[config.mk]
export PLATFORM = sky130hd
export DESIGN_NAME = softmax
export DESIGN_NICKNAME = d
export VERILOG_FILES = /design/src/verilog/softmax_pkg.sv /design/src/verilog/exp_sum.sv /design/src/verilog/fxp_div_pipe.sv /design/src/verilog/softmax.sv /design/src/verilog/sync_fifo.sv
export SDC_FILE = /design/constraint.sdc
export NUM_CORES = 2
export LEC_CHECK = 0
export BUFFER_PORTS_ARGS = -buffer_cell sky130_fd_sc_hd__buf_2
export CAP_MARGIN = 5
export CORE_ASPECT_RATIO = 2
export CORE_MARGIN = 8
export CORE_UTILIZATION = 55
export CTS_CLUSTER_DIAMETER = 80
export DETAILED_ROUTE_END_ITERATION = 16
export PLACE_DENSITY = 0.8
export SLEW_MARGIN = 30
export SYNTH_ARGS = -nofsm -noshare
export SYNTH_HDL_FRONTEND = slang
export SYNTH_SLANG_ARGS = --single-unit
[constraint.sdc]
create_clock -name clk -period 4.5 [get_ports clk]
set_clock_uncertainty 0.1 [all_clocks]
set_input_delay 0.45 -clock clk [delete_from_list [all_inputs] [get_ports clk]]
set_output_delay 0.45 -clock clk [all_outputs]
set_load 0.05 [all_outputs]
[src/verilog/softmax_pkg.sv]
/* Softmax normaliser shared definitions
   Widths, beat structs and scheduler state */
package softmax_pkg;

  // ====================
  // Sizes
  // ====================

  // Attention coefficient and group size
  localparam int COEF_W         = 4;
  localparam int MAX_NODES      = 16;
  localparam int NODE_W         = $clog2(MAX_NODES) + 1;

  // 2^c and the sum of up to MAX_NODES terms
  localparam int EXP_W          = 16;
  localparam int SUM_W          = EXP_W + $clog2(MAX_NODES);

  // Weight format, 1.15 unsigned
  localparam int WOI            = 1;
  localparam int WOF            = 15;
  localparam int ALPHA_W        = WOI + WOF;

  // Input reg + one stage per quotient bit + two output regs
  localparam int DIV_LAT        = ALPHA_W + 3;

  // Room for two groups of the largest size
  localparam int DIV_FIFO_DEPTH = 2 * MAX_NODES;

  // ====================
  // Beats and entries
  // ====================

  typedef struct packed {
    logic [NODE_W-1:0] num_node;
    logic [COEF_W-1:0] coef;
  } coef_beat_t;

  typedef struct packed {
    logic [NODE_W-1:0] num_node;
    logic [SUM_W-1:0]  sum;
  } dvsr_entry_t;

  typedef struct packed {
    logic [ALPHA_W-1:0] alpha;
    logic               last;   // final weight of the group
  } alpha_beat_t;

  // Divider-side scheduler
  typedef enum logic [0:0] {
    SCHED_IDLE,
    SCHED_RUN
  } sched_state_t;

endpackage

[src/verilog/exp_sum.sv]
/* Exponent and group sum stage
   Decodes 2^c per beat, sums each group, feeds dividend and divisor FIFOs */
`timescale 1ns/1ps

module exp_sum (
  input  logic                             clk,
  input  logic                             rst_n,
  input  logic                             coef_vld,
  input  softmax_pkg::coef_beat_t          coef_in,
  output logic [softmax_pkg::EXP_W-1:0]    divd_din,
  output logic                             divd_wr,
  output softmax_pkg::dvsr_entry_t         dvsr_din,
  output logic                             dvsr_wr
);

  import softmax_pkg::*;

  logic [EXP_W-1:0]  exp_val;
  logic [NODE_W-1:0] beat_cnt;
  logic [SUM_W-1:0]  sum_acc;
  logic [SUM_W-1:0]  sum_next;
  logic              grp_last;

  // Finished group, held one cycle so the divisor trails its dividends
  dvsr_entry_t       entry_q;
  logic              entry_vld;

  // ====================
  // Exponent and sum
  // ====================

  assign exp_val  = EXP_W'(1) << coef_in.coef;

  // First beat of a group restarts the sum
  assign sum_next = (beat_cnt == '0) ? SUM_W'(exp_val) : sum_acc + SUM_W'(exp_val);
  assign grp_last = (NODE_W'(beat_cnt + 1'b1) == coef_in.num_node);

  always_ff @(posedge clk or negedge rst_n) begin
    if (!rst_n) begin
      beat_cnt <= '0;
    end else if (coef_vld) begin
      beat_cnt <= grp_last ? '0 : beat_cnt + 1'b1;
    end
  end

  always_ff @(posedge clk) begin
    if (coef_vld) begin
      sum_acc <= sum_next;
    end
  end

  // ====================
  // FIFO writes
  // ====================

  always_ff @(posedge clk or negedge rst_n) begin
    if (!rst_n) begin
      divd_wr   <= 1'b0;
      entry_vld <= 1'b0;
      dvsr_wr   <= 1'b0;
    end else begin
      divd_wr   <= coef_vld;
      entry_vld <= coef_vld && grp_last;
      dvsr_wr   <= entry_vld;
    end
  end

  always_ff @(posedge clk) begin
    if (coef_vld) begin
      divd_din <= exp_val;
    end
    if (coef_vld && grp_last) begin
      entry_q.num_node <= coef_in.num_node;
      entry_q.sum      <= sum_next;
    end
    // Stage two of the divisor path
    dvsr_din <= entry_q;
  end

  // Empty groups would never close
  a_num_node_nonzero: assert property (@(posedge clk) disable iff (!rst_n)
    coef_vld |-> (coef_in.num_node != '0))
    else $error("exp_sum: beat with num_node of zero");

endmodule

[src/verilog/fxp_div_pipe.sv]
/* Pipelined restoring divider
   One quotient bit per stage, 1.15 result, truncated, fixed latency */
`timescale 1ns/1ps

module fxp_div_pipe (
  input  logic                             clk,
  input  logic                             rst_n,
  input  logic                             in_vld,
  input  logic [softmax_pkg::EXP_W-1:0]    dividend,
  input  logic [softmax_pkg::SUM_W-1:0]    divisor,
  input  logic                             last_in,
  output logic                             out_vld,
  output softmax_pkg::alpha_beat_t         out
);

  import softmax_pkg::*;

  // Partial remainder needs one bit over the divisor for the shift
  localparam int R_W = SUM_W + 1;

  // Index 0 is the input register, index k+1 is the output of stage k
  logic [R_W-1:0]     pr  [0:ALPHA_W-1];
  logic [SUM_W-1:0]   dvs [0:ALPHA_W-1];
  logic [ALPHA_W-1:0] qt  [1:ALPHA_W];
  logic               vld [0:ALPHA_W];
  logic               lst [0:ALPHA_W];

  alpha_beat_t        res_q;
  logic               res_vld;

  // ====================
  // Input register
  // ====================

  always_ff @(posedge clk or negedge rst_n) begin
    if (!rst_n) begin
      vld[0] <= 1'b0;
    end else begin
      vld[0] <= in_vld;
    end
  end

  // Dividend already sits at the bit-15 position of dividend * 2^15
  always_ff @(posedge clk) begin
    pr[0]  <= R_W'(dividend);
    dvs[0] <= divisor;
    lst[0] <= last_in;
  end

  // ====================
  // Division stages
  // ====================

  for (genvar k = 0; k < ALPHA_W; k++) begin : g_stage
    logic [R_W-1:0] trial;
    logic           take;

    assign take  = (pr[k] >= {1'b0, dvs[k]});
    assign trial = pr[k] - {1'b0, dvs[k]};

    always_ff @(posedge clk or negedge rst_n) begin
      if (!rst_n) begin
        vld[k+1] <= 1'b0;
      end else begin
        vld[k+1] <= vld[k];
      end
    end

    always_ff @(posedge clk) begin
      lst[k+1] <= lst[k];
    end

    // Quotient bits enter at the LSB and move up one place per stage
    if (k == 0) begin : g_first
      always_ff @(posedge clk) begin
        qt[1] <= ALPHA_W'(take);
      end
    end else begin : g_next
      always_ff @(posedge clk) begin
        qt[k+1] <= {qt[k][ALPHA_W-2:0], take};
      end
    end

    // Lower numerator bits are zero, so just shift the remainder
    if (k < ALPHA_W - 1) begin : g_fwd
      always_ff @(posedge clk) begin
        pr[k+1]  <= take ? {trial[R_W-2:0], 1'b0} : {pr[k][R_W-2:0], 1'b0};
        dvs[k+1] <= dvs[k];
      end
    end
  end

  // ====================
  // Output registers
  // ====================

  always_ff @(posedge clk or negedge rst_n) begin
    if (!rst_n) begin
      res_vld <= 1'b0;
      out_vld <= 1'b0;
    end else begin
      res_vld <= vld[ALPHA_W];
      out_vld <= res_vld;
    end
  end

  always_ff @(posedge clk) begin
    res_q.alpha <= qt[ALPHA_W];
    res_q.last  <= lst[ALPHA_W];
    out         <= res_q;
  end

endmodule

[src/verilog/softmax.sv]
/* Softmax normaliser top level
   Exponent/sum stage, dividend and divisor FIFOs, scheduler and divider */
`timescale 1ns/1ps

module softmax (
  input  logic                     clk,
  input  logic                     rst_n,
  input  logic                     coef_vld,
  input  softmax_pkg::coef_beat_t  coef_in,
  output logic                     alpha_vld,
  output softmax_pkg::alpha_beat_t alpha_out
);

  import softmax_pkg::*;

  // Dividend path
  logic [EXP_W-1:0]  divd_din;
  logic [EXP_W-1:0]  divd_dout;
  logic              divd_wr;
  logic              divd_rd;
  logic              divd_empty;

  // Divisor path
  dvsr_entry_t       dvsr_din;
  dvsr_entry_t       dvsr_dout;
  logic              dvsr_wr;
  logic              dvsr_rd;
  logic              dvsr_empty;

  // Scheduler
  sched_state_t      state;
  logic [NODE_W-1:0] remain;
  logic [SUM_W-1:0]  dvsr_q;
  logic              div_vld;
  logic              div_last;

  // ====================
  // Exponent and sum
  // ====================

  exp_sum u_exp_sum (
    .clk      (clk),
    .rst_n    (rst_n),
    .coef_vld (coef_vld),
    .coef_in  (coef_in),
    .divd_din (divd_din),
    .divd_wr  (divd_wr),
    .dvsr_din (dvsr_din),
    .dvsr_wr  (dvsr_wr)
  );

  sync_fifo #(
    .DEPTH (DIV_FIFO_DEPTH),
    .T     (logic [EXP_W-1:0])
  ) u_divd_fifo (
    .clk   (clk),
    .rst_n (rst_n),
    .din   (divd_din),
    .wr    (divd_wr),
    .rd    (divd_rd),
    .dout  (divd_dout),
    .empty (divd_empty),
    .full  ()
  );

  sync_fifo #(
    .DEPTH (DIV_FIFO_DEPTH),
    .T     (dvsr_entry_t)
  ) u_dvsr_fifo (
    .clk   (clk),
    .rst_n (rst_n),
    .din   (dvsr_din),
    .wr    (dvsr_wr),
    .rd    (dvsr_rd),
    .dout  (dvsr_dout),
    .empty (dvsr_empty),
    .full  ()
  );

  // ====================
  // Scheduler
  // ====================

  // A divisor is only written after its whole group of dividends
  assign dvsr_rd  = (state == SCHED_IDLE) && !dvsr_empty;
  assign divd_rd  = (state == SCHED_RUN);
  assign div_vld  = divd_rd;
  assign div_last = (remain == NODE_W'(1));

  always_ff @(posedge clk or negedge rst_n) begin
    if (!rst_n) begin
      state  <= SCHED_IDLE;
      remain <= '0;
    end else begin
      case (state)
        SCHED_IDLE: begin
          if (dvsr_rd) begin
            state  <= SCHED_RUN;
            remain <= dvsr_dout.num_node;
          end
        end
        SCHED_RUN: begin
          remain <= remain - 1'b1;
          if (div_last) begin
            state <= SCHED_IDLE;
          end
        end
        default: state <= SCHED_IDLE;
      endcase
    end
  end

  // Group sum held for the whole run
  always_ff @(posedge clk) begin
    if (dvsr_rd) begin
      dvsr_q <= dvsr_dout.sum;
    end
  end

  fxp_div_pipe u_div (
    .clk      (clk),
    .rst_n    (rst_n),
    .in_vld   (div_vld),
    .dividend (divd_dout),
    .divisor  (dvsr_q),
    .last_in  (div_last),
    .out_vld  (alpha_vld),
    .out      (alpha_out)
  );

  a_run_has_dividend: assert property (@(posedge clk) disable iff (!rst_n)
    (state == SCHED_RUN) |-> !divd_empty)
    else $error("softmax: dividend FIFO empty during a run");

endmodule

[src/verilog/sync_fifo.sv]
/* Show-ahead synchronous FIFO
   Circular buffer with an occupancy count, head entry always on dout */
`timescale 1ns/1ps

module sync_fifo #(
  parameter int  DEPTH = softmax_pkg::DIV_FIFO_DEPTH,
  parameter type T     = logic
) (
  input  logic clk,
  input  logic rst_n,
  input  T     din,
  input  logic wr,
  input  logic rd,
  output T     dout,
  output logic empty,
  output logic full
);

  localparam int AW = (DEPTH > 1) ? $clog2(DEPTH) : 1;
  localparam int CW = $clog2(DEPTH + 1);

  T              mem [DEPTH];
  logic [AW-1:0] wr_ptr;
  logic [AW-1:0] rd_ptr;
  logic [CW-1:0] count;

  // Wrap explicitly so non power-of-two depths work
  function automatic logic [AW-1:0] ptr_inc(input logic [AW-1:0] p);
    return (p == AW'(DEPTH - 1)) ? '0 : p + 1'b1;
  endfunction

  always_ff @(posedge clk) begin
    if (wr) begin
      mem[wr_ptr] <= din;
    end
  end

  always_ff @(posedge clk or negedge rst_n) begin
    if (!rst_n) begin
      wr_ptr <= '0;
      rd_ptr <= '0;
      count  <= '0;
    end else begin
      if (wr) begin
        wr_ptr <= ptr_inc(wr_ptr);
      end
      if (rd) begin
        rd_ptr <= ptr_inc(rd_ptr);
      end
      case ({wr, rd})
        2'b10:   count <= count + 1'b1;
        2'b01:   count <= count - 1'b1;
        default: count <= count;
      endcase
    end
  end

  // Head of queue, valid while not empty
  assign dout  = mem[rd_ptr];
  assign empty = (count == '0);
  assign full  = (count == CW'(DEPTH));

  // Sender must stay within two groups of the divider
  a_no_overflow: assert property (@(posedge clk) disable iff (!rst_n) !(wr && full))
    else $error("sync_fifo: write while full");
  a_no_underflow: assert property (@(posedge clk) disable iff (!rst_n) !(rd && empty))
    else $error("sync_fifo: read while empty");

endmodule
==> flow_summary.json <==
{
  "layout_min_cycle_time_ns": 3.93,
  "drive_gt1_share_pct": 17.9,
  "portBuffers": 29,
  "crit_path_cell_trace": "inv_1 > ha_1 > nand4b_1 > nor3_1 > a2111oi_2 > o21ai_1 > a21oi_2 > inv_2 > mux2_2",
  "grt_first_pass_wirelength_um": 352000,
  "synthTopCellsByArea": "edfxtp_1, dfxtp_1, mux4_2",
  "dp_hpwl_um": 160000,
  "slowest_stage": "nor3_1",
  "die_w_um": 306,
  "post_cts_buffers": 0,
  "root_buffer": "clkbuf_16",
  "fillCellCount": 11640,
  "num_vias": 55156,
  "grt_max_degree": 60,
  "synth_enable_flop_cells": 1393,
  "ys.flop_type": "edfxtp_1",
  "synth_warnings": 0,
  "maxCapViolCount": 0,
  "final_max_slew_viol_count": 0,
  "leakagePower_nw": 38.4,
  "synthArstFlopShare_pct": 2.57,
  "routedWlPerCell_um": 28.8,
  "htree_levels": 4,
  "cp.arrival_ns": 4.53,
  "num_rows": 213,
  "dp.cells": 8368,
  "yosysMostFrequentCell": "edfxtp_1",
  "syn_area_um2": 92700,
  "synth_top_area_share_pct": 45.1,
  "drtPass1Iterations": 9,
  "p_int_mw": 47.2,
  "share_seq_of_total_power_pct": 38.8,
  "hp-class": "primary input to flip-flop",
  "pwr-share-comb_pct": 36.7,
  "layout.nets": 6824,
  "finalCoreUtilization_pct": 61.7,
  "final-setup-viol-count": 0,
  "status": "completed",
  "ant_nets": 0,
  "rsz0062_at_grt": "no",
  "clk_pin_slew_worst_paths_ns": 0.07,
  "crit_type": "flip-flop to flip-flop",
  "clock_power_share_pct": 24.5,
  "worst-path-max-fanout": 18,
  "grt_usage_pct": 25.9,
  "worstMarginPinSlew_ns": 1.10,
  "switching_share_pct": 34.7,
  "start_util_pct": 55.2,
  "drc": 0,
  "drt_first_iter_violations": 4628,
  "viasPerCell": 6.26,
  "multiInputGateArea_um2": 30400,
  "yosysTopAreaCell": "edfxtp_1",
  "ys_seq_area_share_pct": 65.0,
  "syn_area_per_cell_um2": 14.9,
  "synth_seq_cells": 2300,
  "finalSetupTns_ns": 0,
  "finalHoldViolCount": 0,
  "pin_count": 30,
  "place_ws_ns": 0.581,
  "final_cells": 8806,
  "cts_max_path_buffers": 4,
  "endpoint_kind": "flip-flop",
  "grt_overflow": 0,
  "dieArea_um2": 183000,
  "cts_tree": "done",
  "synthDistinctLibCells": 94,
  "numCtsBuffers": 194,
  "synth_fp_nets": 6613,
  "power_per_cell_area_nw_per_um2": 698,
  "fin_crit_sh_pct": 87.3,
  "wl_um": 254000,
  "switching_power_mw": 25.1,
  "r2r_cells": 9,
  "required_ns": 5.10,
  "setup.worst_path.start_class": "flip-flop",
  "final-seq-area_um2": 60300,
  "vdd_drop_max_mv": 0.505,
  "clock_latency_ns": 0.83,
  "antenna_found_initial": 15,
  "grt_pass1_vias": 57147,
  "maxClockFrequency_ghz": 0.254,
  "fp.dieH_um": 597,
  "syn2layout_area_growth_pct": 11.7,
  "synthCells": 6230,
  "yosys-top-cells-count": "edfxtp_1, dfxtp_1, inv_1, mux4_2, ha_1",
  "clock-sinks": 2300,
  "layout_setup_ws_ns": 0.569,
  "worstHoldPathCells": 2,
  "max_stage_delay_ns": 1.03,
  "slew_headroom_pct": 26.1,
  "core_area_um2": 168000,
  "gp_congestion": 0.984
}
[per-layer routing]
layer,track usage (%),wire length (um)
met1,22.5,70600
met5,0,49
met3,3.06,14900
met4,23.6,26700
met2,50.4,142000
[logic make-up after synthesis]
group	Yosys count	synth area share, %
xor+xnor	257	2.43
buf+inv	621	2.64
flops	2300	65.0
mux	595	12.2
compound gates	1046	7.25
simple gates	1040	5.33
fa+ha+maj	371	5.14
[sequential cells by signal, indices dropped and copies added (netlist names), 5 cells and up]
name	flops
u_dvsr_fifo.rd_ptr	5
u_divd_fifo.mem	512
u_exp_sum.divd_din	16
u_dvsr_fifo.count	6
u_div.pr	316
u_div.lst	17
u_dvsr_fifo.wr_ptr	5
u_div.res_q	17
u_div.qt	136
u_exp_sum.entry_q	25
u_exp_sum.beat_cnt	5
remain	5
u_divd_fifo.rd_ptr	5
u_div.dvs	320
u_divd_fifo.wr_ptr	5
u_div.out	17
u_exp_sum.dvsr_din	25
u_exp_sum.sum_acc	20
dvsr_q	20
u_div.vld	17
u_dvsr_fifo.mem	800
[what timing repair did]
| item | CTS | global route |
|---|---|---|
| gates resized for setup | 0 | 0 |
| endpoints found under the hold margin | 70 | 0 |
| hold buffers | 12 | 0 |
[path summary, 6_finish.rpt]
| kind | from | end | slack [ns] |
|---|---|---|---|
| worst max register to register | u_div.dvs[0][139] | u_div.pr[0][155] | 0.57 |
| worst min register to register | u_div.lst[12] | u_div.lst[13] | 0.22 |
| worst max-delay path | u_div.dvs[0][139] | u_div.pr[0][155] | 0.57 |
| worst min-delay path | coef_vld | u_exp_sum.divd_wr | 0.05 |
| max in group asynchronous | rst_n | u_divd_fifo.wr_ptr[4] | 3.64 |
| min in group asynchronous | rst_n | u_divd_fifo.rd_ptr[4] | 0.09 |
[cells in the final DEF (no fill, tap or decap), drive strengths merged, types with 16 or more instances in the layout]
cell	Yosys	routed
nor2b	45	45
or3	24	24
nand3	72	72
clkinvlp	0	22
clkinv	0	44
nand2b	47	47
a21boi	16	16
o21ai	290	290
ha	354	354
o21bai	41	41
nand4	38	38
a21oi	266	266
and3	36	36
dfxtp	848	848
xnor2	155	155
bufinv	0	26
mux4	410	410
mux2i	18	18
edfxtp	1393	1393
nor3	96	96
a31oi	29	29
nor2	258	258
xor2	102	102
inv	432	443
o211ai	18	18
o31ai	25	25
o21a	48	48
a211oi	28	28
nand2	325	325
buf	72	192
dfrtp	59	59
mux2	167	167
clkbuf	117	248
diode	0	60
a21o	143	143
nor4	22	22
fa	17	17
and2	28	28
[layout make-up]
type	instances	area share (%)
antenna	60	0.145
sequential	2300	58.2
inverter	432	1.57
clock buffer	248	5.08
timing repair buffer	204	1.80
multi-input combinational	3309	29.3
tap	2150	2.60
clock inverter	103	1.26
[power groups by stage]
stage                     sequential [mW]  combinational (mW)  clock (mW)
after floorplan                      27.2                19.4           0
after global placement               28.4                24.8           0
after detailed placement             28.5                25.6           0
after CTS                            28.0                26.0        17.8
after global routing                 28.3                28.5        18.7
final                                28.1                26.5        17.7
[through the flow]
stage / hold WS (ns) / instance area [um2] / total power, mW
3_3_place_gp: 0.210 / 96200 / 53.2
6_report: 0.0540 / 104000 / 72.3
5_1_grt: 0.0642 / 104000 / 75.5
3_5_place_dp: 0.212 / 96500 / 54.0
2_1_floorplan: 0.0544 / 92700 / 46.6
4_1_cts: 0.0197 / 103000 / 71.8
[worst max-delay path: cells and delay by family, from the launching register on]
kind / cells / cell delay, ns
compound gates: 3 / 0.64
buf+inv: 2 / 0.44
flops: 1 / 0.33
fa+ha+maj: 1 / 0.40
simple gates: 2 / 1.48
mux: 1 / 0.39
(Power assumes the default switching activity.)
